### src/hdl/mmio_pkg.sv
// Register map, APB and FIFO structs, config and status types, op enum, byte swap
package mmio_pkg;

	// ****************************************
	// Bus and register map
	// ****************************************

	localparam int addr_w = 8;

	localparam logic [addr_w-1:0] reg_cmd      = 8'h00;
	localparam logic [addr_w-1:0] reg_status   = 8'h04;
	localparam logic [addr_w-1:0] reg_config   = 8'h08;
	localparam logic [addr_w-1:0] reg_tx_data  = 8'h0C;
	localparam logic [addr_w-1:0] reg_tx_count = 8'h10;
	localparam logic [addr_w-1:0] reg_rx_data  = 8'h14;
	localparam logic [addr_w-1:0] reg_rx_count = 8'h18;

	typedef struct packed {
		logic              psel;
		logic              penable;
		logic              pwrite;
		logic [addr_w-1:0] paddr;
		logic [31:0]       pwdata;
	} apb_req_t;

	typedef struct packed {
		logic [31:0] prdata;
		logic        pready;
		logic        pslverr;
	} apb_rsp_t;

	// ****************************************
	// Engine configuration and status
	// ****************************************

	typedef enum logic [1:0] {
		op_pass,
		op_swap,
		op_invert,
		op_add_key
	} xform_op_e;

	// Op sits in config bits 1:0, key in bits 7:2
	typedef struct packed {
		logic [5:0] key;
		xform_op_e  op;
	} cfg_t;

	typedef struct packed {
		logic [2:0] done_count;
		logic       done;
		logic       busy;
	} status_t;

	typedef struct packed {
		logic        push;
		logic [31:0] wdata;
	} fifo_wr_t;

	// Reverse the four bytes of a word
	function automatic logic [31:0] byte_swap(input logic [31:0] w);
		return {w[7:0], w[15:8], w[23:16], w[31:24]};
	endfunction

endpackage

### src/hdl/word_fifo.sv
// Show-ahead synchronous FIFO of 32-bit words with fill count
`timescale 1ns/1ps

module word_fifo
	import mmio_pkg::*;
#(
	parameter int fifo_depth = 16,
	parameter int count_w = 5
)
(
	input  logic               rvx_port_30,
	input  logic               rvx_port_06,
	input  fifo_wr_t           wr,
	input  logic               pop,
	output logic [31:0]        rdata,
	output logic               full,
	output logic               empty,
	output logic [count_w-1:0] count
);

	localparam int ptr_w = (fifo_depth > 1) ? $clog2(fifo_depth) : 1;

	logic [31:0]        mem [fifo_depth];
	logic [ptr_w-1:0]   rd_ptr;
	logic [ptr_w-1:0]   wr_ptr;
	logic [count_w-1:0] occ;
	logic               do_push;
	logic               do_pop;

	// Pointer advance with wrap at the last slot
	function automatic logic [ptr_w-1:0] ptr_inc(input logic [ptr_w-1:0] p);
		return (p == ptr_w'(fifo_depth - 1)) ? '0 : p + 1'b1;
	endfunction

	assign full    = (occ == count_w'(fifo_depth));
	assign empty   = (occ == '0);
	assign count   = occ;
	// Head word is visible without a pop
	assign rdata   = mem[rd_ptr];
	assign do_push = wr.push && !full;
	assign do_pop  = pop && !empty;

	always_ff @(posedge rvx_port_30)
	begin
		if (do_push)
		begin
			mem[wr_ptr] <= wr.wdata;
		end
	end

	always_ff @(posedge rvx_port_30 or negedge rvx_port_06)
	begin
		if (!rvx_port_06)
		begin
			rd_ptr <= '0;
			wr_ptr <= '0;
			occ    <= '0;
		end
		else
		begin
			if (do_push)
				wr_ptr <= ptr_inc(wr_ptr);
			if (do_pop)
				rd_ptr <= ptr_inc(rd_ptr);
			case ({do_push, do_pop})
				2'b10: occ <= occ + 1'b1;
				2'b01: occ <= occ - 1'b1;
				default: occ <= occ;
			endcase
		end
	end

	// Both sides of the FIFO must honour the flags
	a_no_push_full: assert property (@(posedge rvx_port_30) disable iff (!rvx_port_06)
		wr.push |-> !full)
		else $error("word_fifo: push while full");

	a_no_pop_empty: assert property (@(posedge rvx_port_30) disable iff (!rvx_port_06)
		pop |-> !empty)
		else $error("word_fifo: pop while empty");

endmodule

### src/hdl/apb_mmio_regs.sv
// APB register decoder with config register, start handshake, error response, byte order
`timescale 1ns/1ps

module apb_mmio_regs
	import mmio_pkg::*;
#(
	parameter bit big_endian = 1'b0,
	parameter int count_w = 5
)
(
	input  logic               rvx_port_30,
	input  logic               rvx_port_06,
	input  apb_req_t           apb_req,
	output apb_rsp_t           apb_rsp,
	output fifo_wr_t           tx_wr,
	input  logic               tx_full,
	input  logic [count_w-1:0] tx_count,
	output logic               rx_pop,
	input  logic [31:0]        rx_rdata,
	input  logic               rx_empty,
	input  logic [count_w-1:0] rx_count,
	output cfg_t               cfg,
	output logic               start_req,
	input  logic               start_ack,
	input  status_t            status
);

	logic              access;
	logic              aligned;
	logic [addr_w-1:0] word_addr;
	logic [31:0]       wdata;
	logic [31:0]       rdata_raw;
	logic              err;
	logic              tx_push;
	logic              cfg_we;
	logic              start_set;
	logic              cmd_blocked;

	// ****************************************
	// Access qualification
	// ****************************************

	assign access    = apb_req.psel && apb_req.penable;
	assign aligned   = (apb_req.paddr[1:0] == 2'b00);
	assign word_addr = {apb_req.paddr[addr_w-1:2], 2'b00};
	assign wdata     = big_endian ? byte_swap(apb_req.pwdata) : apb_req.pwdata;

	// A job is in flight from start write until the engine is idle again
	assign cmd_blocked = start_req || status.busy;

	always_comb
	begin
		rdata_raw = '0;
		err       = 1'b0;
		tx_push   = 1'b0;
		rx_pop    = 1'b0;
		cfg_we    = 1'b0;
		start_set = 1'b0;
		if (access)
		begin
			if (!aligned)
				err = 1'b1;
			else
			begin
				case (word_addr)
					reg_cmd:
					begin
						if (apb_req.pwrite)
						begin
							if (cmd_blocked)
								err = 1'b1;
							else
								start_set = wdata[0];
						end
					end
					reg_status:
					begin
						err = apb_req.pwrite;
						rdata_raw[$bits(status_t)-1:0] = status;
					end
					reg_config:
					begin
						cfg_we = apb_req.pwrite;
						rdata_raw[$bits(cfg_t)-1:0] = cfg;
					end
					reg_tx_data:
					begin
						// Write pushes, read returns the fill count
						if (apb_req.pwrite)
						begin
							if (tx_full)
								err = 1'b1;
							else
								tx_push = 1'b1;
						end
						rdata_raw[count_w-1:0] = tx_count;
					end
					reg_tx_count:
					begin
						err = apb_req.pwrite;
						rdata_raw[count_w-1:0] = tx_count;
					end
					reg_rx_data:
					begin
						if (apb_req.pwrite || rx_empty)
							err = 1'b1;
						else
							rx_pop = 1'b1;
						rdata_raw = rx_rdata;
					end
					reg_rx_count:
					begin
						err = apb_req.pwrite;
						rdata_raw[count_w-1:0] = rx_count;
					end
					default:
						err = 1'b1;
				endcase
			end
		end
	end

	assign apb_rsp = '{
		prdata:  big_endian ? byte_swap(rdata_raw) : rdata_raw,
		pready:  1'b1,
		pslverr: err
	};

	assign tx_wr = '{push: tx_push, wdata: wdata};

	// ****************************************
	// Config register and start handshake
	// ****************************************

	always_ff @(posedge rvx_port_30 or negedge rvx_port_06)
	begin
		if (!rvx_port_06)
		begin
			cfg       <= '0;
			start_req <= 1'b0;
		end
		else
		begin
			if (cfg_we)
				cfg <= cfg_t'(wdata[$bits(cfg_t)-1:0]);
			// Hold the request until the engine acknowledges
			if (start_req && start_ack)
				start_req <= 1'b0;
			else if (start_set)
				start_req <= 1'b1;
		end
	end

	// The engine may only acknowledge a pending request
	a_ack_needs_req: assert property (@(posedge rvx_port_30) disable iff (!rvx_port_06)
		$rose(start_ack) |-> start_req)
		else $error("apb_mmio_regs: start_ack raised without start_req");

endmodule

### src/hdl/transform_engine.sv
// Transform engine FSM moving words from transmit FIFO to receive FIFO
`timescale 1ns/1ps

module transform_engine
	import mmio_pkg::*;
(
	input  logic        rvx_port_30,
	input  logic        rvx_port_06,
	input  cfg_t        cfg,
	input  logic        start_req,
	output logic        start_ack,
	output logic        in_pop,
	input  logic [31:0] in_rdata,
	input  logic        in_empty,
	output fifo_wr_t    out_wr,
	input  logic        out_full,
	output status_t     status
);

	typedef enum logic [1:0] {
		st_idle,
		st_run,
		st_ack
	} state_e;

	state_e      state;
	logic        move;
	logic [31:0] result;
	logic [2:0]  done_count;
	logic        done;

	// One word per cycle while input has data and output has room
	assign move = (state == st_run) && !in_empty && !out_full;

	always_comb
	begin
		case (cfg.op)
			op_swap:    result = byte_swap(in_rdata);
			op_invert:  result = ~in_rdata;
			op_add_key: result = in_rdata + 32'(cfg.key);
			default:    result = in_rdata;
		endcase
	end

	assign in_pop = move;
	assign out_wr = '{push: move, wdata: result};

	assign status = '{
		done_count: done_count,
		done:       done,
		busy:       (state != st_idle)
	};

	// ****************************************
	// Control FSM
	// ****************************************

	always_ff @(posedge rvx_port_30 or negedge rvx_port_06)
	begin
		if (!rvx_port_06)
		begin
			state      <= st_idle;
			start_ack  <= 1'b0;
			done_count <= '0;
			done       <= 1'b0;
		end
		else
		begin
			case (state)
				st_idle:
				begin
					if (start_req)
					begin
						state      <= st_run;
						done_count <= '0;
						done       <= 1'b0;
					end
				end
				st_run:
				begin
					if (move)
						done_count <= done_count + 1'b1;
					else if (in_empty)
					begin
						// Drained, so finish and acknowledge the start
						state     <= st_ack;
						start_ack <= 1'b1;
						done      <= 1'b1;
					end
				end
				st_ack:
				begin
					if (!start_req)
					begin
						state     <= st_idle;
						start_ack <= 1'b0;
					end
				end
				default:
					state <= st_idle;
			endcase
		end
	end

	// Requester holds start_req until the acknowledge
	a_req_until_ack: assert property (@(posedge rvx_port_30) disable iff (!rvx_port_06)
		$fell(start_req) |-> $past(start_ack))
		else $error("transform_engine: start_req dropped before start_ack");

endmodule

### src/hdl/accel_top.sv
// Accelerator top level with register block, transmit and receive FIFOs and engine
`timescale 1ns/1ps

module accel_top
	import mmio_pkg::*;
#(
	parameter int fifo_depth = 16,
	parameter int count_w = $clog2(fifo_depth) + 1,
	parameter bit big_endian = 1'b0
)
(
	input  logic     rvx_port_30,
	input  logic     rvx_port_06,
	input  apb_req_t apb_req,
	output apb_rsp_t apb_rsp
);

	fifo_wr_t           tx_wr;
	logic               tx_full;
	logic               tx_empty;
	logic [count_w-1:0] tx_count;
	logic [31:0]        tx_rdata;
	logic               tx_pop;
	fifo_wr_t           rx_wr;
	logic               rx_full;
	logic               rx_empty;
	logic [count_w-1:0] rx_count;
	logic [31:0]        rx_rdata;
	logic               rx_pop;
	cfg_t               cfg;
	status_t            status;
	logic               start_req;
	logic               start_ack;

	apb_mmio_regs #(
		.big_endian (big_endian),
		.count_w    (count_w)
	) u_regs (
		.rvx_port_30 (rvx_port_30),
		.rvx_port_06 (rvx_port_06),
		.apb_req     (apb_req),
		.apb_rsp     (apb_rsp),
		.tx_wr       (tx_wr),
		.tx_full     (tx_full),
		.tx_count    (tx_count),
		.rx_pop      (rx_pop),
		.rx_rdata    (rx_rdata),
		.rx_empty    (rx_empty),
		.rx_count    (rx_count),
		.cfg         (cfg),
		.start_req   (start_req),
		.start_ack   (start_ack),
		.status      (status)
	);

	// Bus writes in, engine reads out
	word_fifo #(
		.fifo_depth (fifo_depth),
		.count_w    (count_w)
	) u_tx_fifo (
		.rvx_port_30 (rvx_port_30),
		.rvx_port_06 (rvx_port_06),
		.wr          (tx_wr),
		.pop         (tx_pop),
		.rdata       (tx_rdata),
		.full        (tx_full),
		.empty       (tx_empty),
		.count       (tx_count)
	);

	// Engine writes in, bus reads out
	word_fifo #(
		.fifo_depth (fifo_depth),
		.count_w    (count_w)
	) u_rx_fifo (
		.rvx_port_30 (rvx_port_30),
		.rvx_port_06 (rvx_port_06),
		.wr          (rx_wr),
		.pop         (rx_pop),
		.rdata       (rx_rdata),
		.full        (rx_full),
		.empty       (rx_empty),
		.count       (rx_count)
	);

	transform_engine u_engine (
		.rvx_port_30 (rvx_port_30),
		.rvx_port_06 (rvx_port_06),
		.cfg         (cfg),
		.start_req   (start_req),
		.start_ack   (start_ack),
		.in_pop      (tx_pop),
		.in_rdata    (tx_rdata),
		.in_empty    (tx_empty),
		.out_wr      (rx_wr),
		.out_full    (rx_full),
		.status      (status)
	);

endmodule

### config.mk
export PLATFORM = sky130hd
export DESIGN_NAME = accel_top
export DESIGN_NICKNAME = d
export VERILOG_FILES = /design/src/hdl/mmio_pkg.sv /design/src/hdl/word_fifo.sv /design/src/hdl/apb_mmio_regs.sv /design/src/hdl/transform_engine.sv /design/src/hdl/accel_top.sv
export SDC_FILE = /design/constraint.sdc
export NUM_CORES = 1
export LEC_CHECK = 0
export BUFFER_PORTS_ARGS = -buffer_cell sky130_fd_sc_hd__buf_2
export CAP_MARGIN = 20
export CORE_UTILIZATION = 48
export DETAILED_ROUTE_END_ITERATION = 7
export MAX_ROUTING_LAYER = met4
export PLACE_DENSITY = 0.66
export SLEW_MARGIN = 25
export SYNTH_ARGS = -nofsm -noshare
export SYNTH_HDL_FRONTEND = slang
export SYNTH_SLANG_ARGS = --single-unit
### constraint.sdc
create_clock -name rvx_port_30 -period 9.75 [get_ports rvx_port_30]
set_input_delay 1.4625 -clock rvx_port_30 [delete_from_list [all_inputs] [get_ports rvx_port_30]]
set_output_delay 1.4625 -clock rvx_port_30 [all_outputs]
set_load 0.1 [all_outputs]
# Word level (Yosys, flattened, before mapping)
# Memories as Yosys holds them, arrays and structs flattened.
# Cells that the tools add are included.
[word_totals]
regBits = 42
ramBits = 1024
inputBits = 45
output_inout_bits = 34
wordCells = 140
n_memories = 2
[classes]
n_addsub = 10
eq_ne = 26
n_mux = 57
bitwise = 1
reduce_logical = 31
[mem_list]
columns = ["name", "depth", "word_bits", "rd", "rd_ports_with_merged_regs", "write_ports", "line_no", "source"]
rows = [
  ["u_rx_fifo.mem", 16, 32, 1, 0, 1, "word_fifo.sv:23", "logic [31:0] mem [fifo_depth];"],
  ["u_tx_fifo.mem", 16, 32, 1, 0, 1, "word_fifo.sv:23", ""],
]
[ops]
columns = ["operator", "n"]
rows = [
  ["32-bit one-hot mux with 3 select lines", 1],
  ["32-bit two-way mux", 2],
  ["1-bit two-way mux", 34],
  ["32-bit by 6-bit adder with 32-bit output", 1],
  ["32-bit inverter", 1],
  ["5-bit one-hot mux with 5 select lines", 1],
  ["24-bit two-way mux", 1],
  ["5-bit one-hot mux with 2 select lines", 2],
  ["6-bit by 3-bit equality test with 1-bit output, second input constant", 3],
  ["4-bit by 1-bit adder with 4-bit output, second input constant", 4],
  ["4-bit equality test, second input constant", 4],
  ["4-bit two-way mux", 4],
  ["6-bit by 2-bit equality test with 1-bit output, second input constant", 2],
  ["3-bit one-hot mux with 2 select lines", 2],
  ["4-bit AND reduction", 3],
  ["2-bit nonzero test", 6],
  ["5-bit by 1-bit adder with 5-bit output, second input constant", 2],
  ["2-bit equality test, second input constant", 5],
  ["5-bit equality test, second input constant", 2],
  ["5-bit zero test", 2],
  ["5-bit by 1-bit subtractor with 5-bit output, second input constant", 2],
  ["2-bit by 1-bit equality test with 1-bit output, second input constant", 4],
  ["1-bit logical AND", 8],
  ["8-bit zero test", 1],
  ["other kinds (15)", 28],
]

# Logic depth before layout (Yosys ltp)
[depth]
depth_word = 9
ltp_mapped = 19
ltp_nobuf = 14

# Cells and area by module
# A second synthesis with hierarchy kept.
[unflattened]
cells_unflattened = 2436
hier_area_um2 = 44242.4
[modules_own_cells]
columns = ["module", "instances", "cells_per_inst", "area_per_inst_um2", "seq_area_each_um2"]
rows = [
  ["word_fifo (u_rx_fifo)", 1, 950, 20447.1, 15700.1],
  ["word_fifo (u_tx_fifo)", 1, 1017, 20394.6, 15700.1],
  ["transform_engine", 1, 328, 2239.6, 175.2],
  ["apb_mmio_regs", 1, 141, 1161.1, 225.2],
]

# Worst setup path after synthesis
# No wires, ideal clock.
[synth_timing]
path_kind = "input -> output"
start = "input port apb_req[35] (netlist name)"
end = "output port apb_rsp[7] (netlist name)"
t_arrival_ns = 5.146
t_required_ns = 8.287
path_slack_ns = 3.142
path_stages = 7
n_path_buf = 3
path_cell_list = "nand3b_1 > or4_1 > clkbuf_1 > or4_1 > clkbuf_1 > clkbuf_1 > o21ai_0"
[synth_rtl]
columns = ["element", "line_no", "source"]
rows = [
  ["start: declaration", "accel_top.sv:14", "input apb_req_t apb_req,"],
  ["end: declaration", "accel_top.sv:15", "output apb_rsp_t apb_rsp"],
]

==> metrics <==
Buf/Inv on CP=3; adder-cell share of the synthesized area=0.8556%; vias in the first global route=22470; CTS tree=built; vias per std cell=5.976; die area=91990 sq um; CP dominant cell by count=buf_4; Area contributors post-synth=edfxtp_1 71%, mux4_2 13%, dfrtp_1 2.4%; clock share of power=41.2%; num ports=79; post-DP HPWL=53930 um; Setup violations, final=0; largest net degree at the start of global routing=121; later-pin clock latency in the skew report=0.67 ns; first-pass GRT wire length=144200 um; Seq cells post-synth=1066; die height=303.3 um; Syn Nets=2312; GR Overflow Total=0; Site Rows=110; clock skew=0.02943 ns; Post-Route WL=96690 um; Compound-Gate Fraction of Synth Area=3.753%; Max Cap Violations=0; Core Box Area=90010 sq um; Avg Synthesized Cell Area=19.46 sq um; startpoint types=flip-flop; count leader, synth=edfxtp_1; Synth Area in Simple Gates=4.051%; Mapped Area=43580 sq um; Routed WL per cell=26.64 um; internal cell power=7.347 mW; FMAX=168.9 MHz; mux share of post-synthesis cell area=15.63%; status=complete, no violations; Non-Filler Instances=3630; Commonest cells post-synth=1024 x edfxtp_1, 260 x mux4_2, 103 x nand2_1; worst endpoint required time=10.12 ns; CP Class=flip-flop to flip-flop; Worst Tran Pin Value=1.030 ns; Unique masters post-synth=83; worst path cell trace=buf_4 -> buf_4 -> inv_2 -> mux2i_1 -> mux2_2 -> a21oi_1 -> nor4bb_2 -> nand4_1 -> or4_1 -> nand3_1; worst hold path class=flip-flop to flip-flop; delay-heaviest family, CP=simple AND/OR/NAND/NOR gates; crit path DAT=6.29 ns; Clock Tree Buf Depth=3; Initial Utilization=48.41%; layout cells sized above 1=26.42%; share of power burned in registers=55.0%; Initial DRC Count=2099; switching share of power=20.28%; Die Wd=303.3 um; post-synth top area share=70.56%; slowest CP cell=dfrtp_4; Clk pin slew, worst setup/hold paths=0.06 ns; Routed Antenna Nets=0; largest family of logic cells by synthesized area=multiplexers; Synth Flop Type=edfxtp_1; # Post-CTS Setup Buffers=0; Yosys warnings=0; Area growth syn-to-layout=12.03%; Final Critical Period=5.919 ns; vias=21690; drt first pass iters=6; dpl cells=3432; CP Capture Type=flip-flop; leakage power=15.28 nW; hold_buf cts=0; number of antenna violations at the first check in global routing=5; DRC viols=0; crit share post-route=60.71%; number of flops mapped to enable cells by yosys=1024; Cells after Synth=2239; Final #Nets=2437; H-tree levels=3; ys async rst share=3.940%; clk root buf=clkbuf_16; post-synthesis sequential area ratio=72.98%; CTS resizes=0; critical path peak fanout=36; I/O Buffers=77; slowest stage delay, CP=0.82 ns; XOR/XNOR Fraction of Synth Area=0.8240%; Pwr Density=188.8 nW/um^2; combinational fraction of design power=3.7%; Hold WS=0.5067 ns; RSZ-0062 raised after global routing=false; slew margin rel.=31.36%; maximum vdd drop=0.1482 mV; NetSw=1.869 mW; clk sinks=1066; Final GP Congestion=0.8618; Total Routing Usage GR=22.08%; final hold violations=0; Max Slew Vio Count=0; cts bufs inserted=104; setup_tns=0 ns; largest area contributor in the netlist=edfxtp_1
==> cells in the final DEF (no fill, tap or decap), drive strengths merged, types with 13 or more instances in the layout <==
cell type	Yosys	layout
a221oi	21	21
mux2i	69	69
nand2b	15	15
xnor2	35	35
nand3	28	28
nor3	18	18
nand2	103	103
a21oi	53	53
buf	71	147
edfxtp	1024	1024
clkbuf	58	132
nor2b	30	30
dfrtp	42	42
mux4	261	261
mux2	21	21
inv	30	32
a21o	13	13
clkinv	0	46
nor2	80	80
o22ai	13	13
o21ai	68	68
ha	25	25
==> stage by stage <==
| step | utilization, % | cell area (sq um) | worst slack, ns | power, mW |
|---|---|---|---|---|
| after floorplan | - | 43580 | 3.142 | 5.393 |
| after global placement | 50.54 | 45490 | 3.671 | 5.496 |
| after detailed placement | 50.56 | 45510 | 3.863 | 5.513 |
| after CTS | 54.14 | 48740 | 3.844 | 9.287 |
| after global routing | 54.24 | 48820 | 3.402 | 9.479 |
| final | 54.24 | 48820 | 3.831 | 9.216 |
==> worst paths after layout <==
path | from | to | slack, ns | cells after the start
worst max register to register | u_tx_fifo.rd_ptr[0] | u_rx_fifo.mem[8][31] | 3.83 | 10
max in group asynchronous | rvx_port_06 | u_rx_fifo.rd_ptr[1] | 8.46 | 1
min in group asynchronous | rvx_port_06 | u_tx_fifo.wr_ptr[1] | 0.81 | 1
worst max-delay path | u_tx_fifo.rd_ptr[0] | u_rx_fifo.mem[8][31] | 3.83 | 10
worst min register to register | u_engine.start_ack | u_regs.start_req | 0.51 | 1
worst min-delay path | u_engine.start_ack | u_regs.start_req | 0.51 | 1
==> state kept, by name, indices dropped and copies added (netlist names) <==
name and count:
u_rx_fifo.mem 512, u_tx_fifo.mem 512, u_regs.cfg 8, u_rx_fifo.count 5
u_tx_fifo.count 5, u_rx_fifo.rd_ptr 4, u_rx_fifo.wr_ptr 4, u_tx_fifo.rd_ptr 4
u_tx_fifo.wr_ptr 4, u_engine.done_count 3, u_engine.state 2, u_engine.done 1
u_engine.start_ack 1, u_regs.start_req 1
==> per-layer routing <==
layer | wire [um] | global-route usage, % | part of all wire (%)
met5 | 0 | - | 0
met2 | 49920 | 37.03 | 52
met3 | 5672 | 3.070 | 5.9
met4 | 1742 | 5.143 | 1.8
met1 | 39350 | 28.75 | 41
==> area by class of cell <==
| class | instances | area, sq um |
|---|---|---|
| sequential | 1066 | 31820 |
| clock inverter | 60 | 444.2 |
| fill | 6871 | 41190 |
| tap | 1176 | 1471 |
| multi-input combinational | 1014 | 11230 |
| inverter | 30 | 112.6 |
| clock buffer | 131 | 2778 |
| timing repair buffer | 148 | 950.9 |
| antenna | 5 | 12.51 |
==> power groups by stage <==
stage | sequential [mW] | clock, mW | combinational [mW]
floorplan | 5.16 | 0 | 0.237
global placement | 5.17 | 0 | 0.327
detailed placement | 5.17 | 0 | 0.342
CTS | 5.07 | 3.87 | 0.343
global route | 5.07 | 4.03 | 0.375
finish | 5.07 | 3.80 | 0.345
==> cell families (layout without fill, tap and decap cells) <==
group                    count (synthesis)  after routing
AO/OA/AOI/OAI                          245            245
XOR/XNOR                                41             41
adder cells (fa/ha/maj)                 28             28
buffers and inverters                  159            369
flip-flops                            1066           1066
multiplexers                           351            351
other                                    1              6
AND/OR/NAND/NOR                        348            348
(Power assumes the default switching activity.)
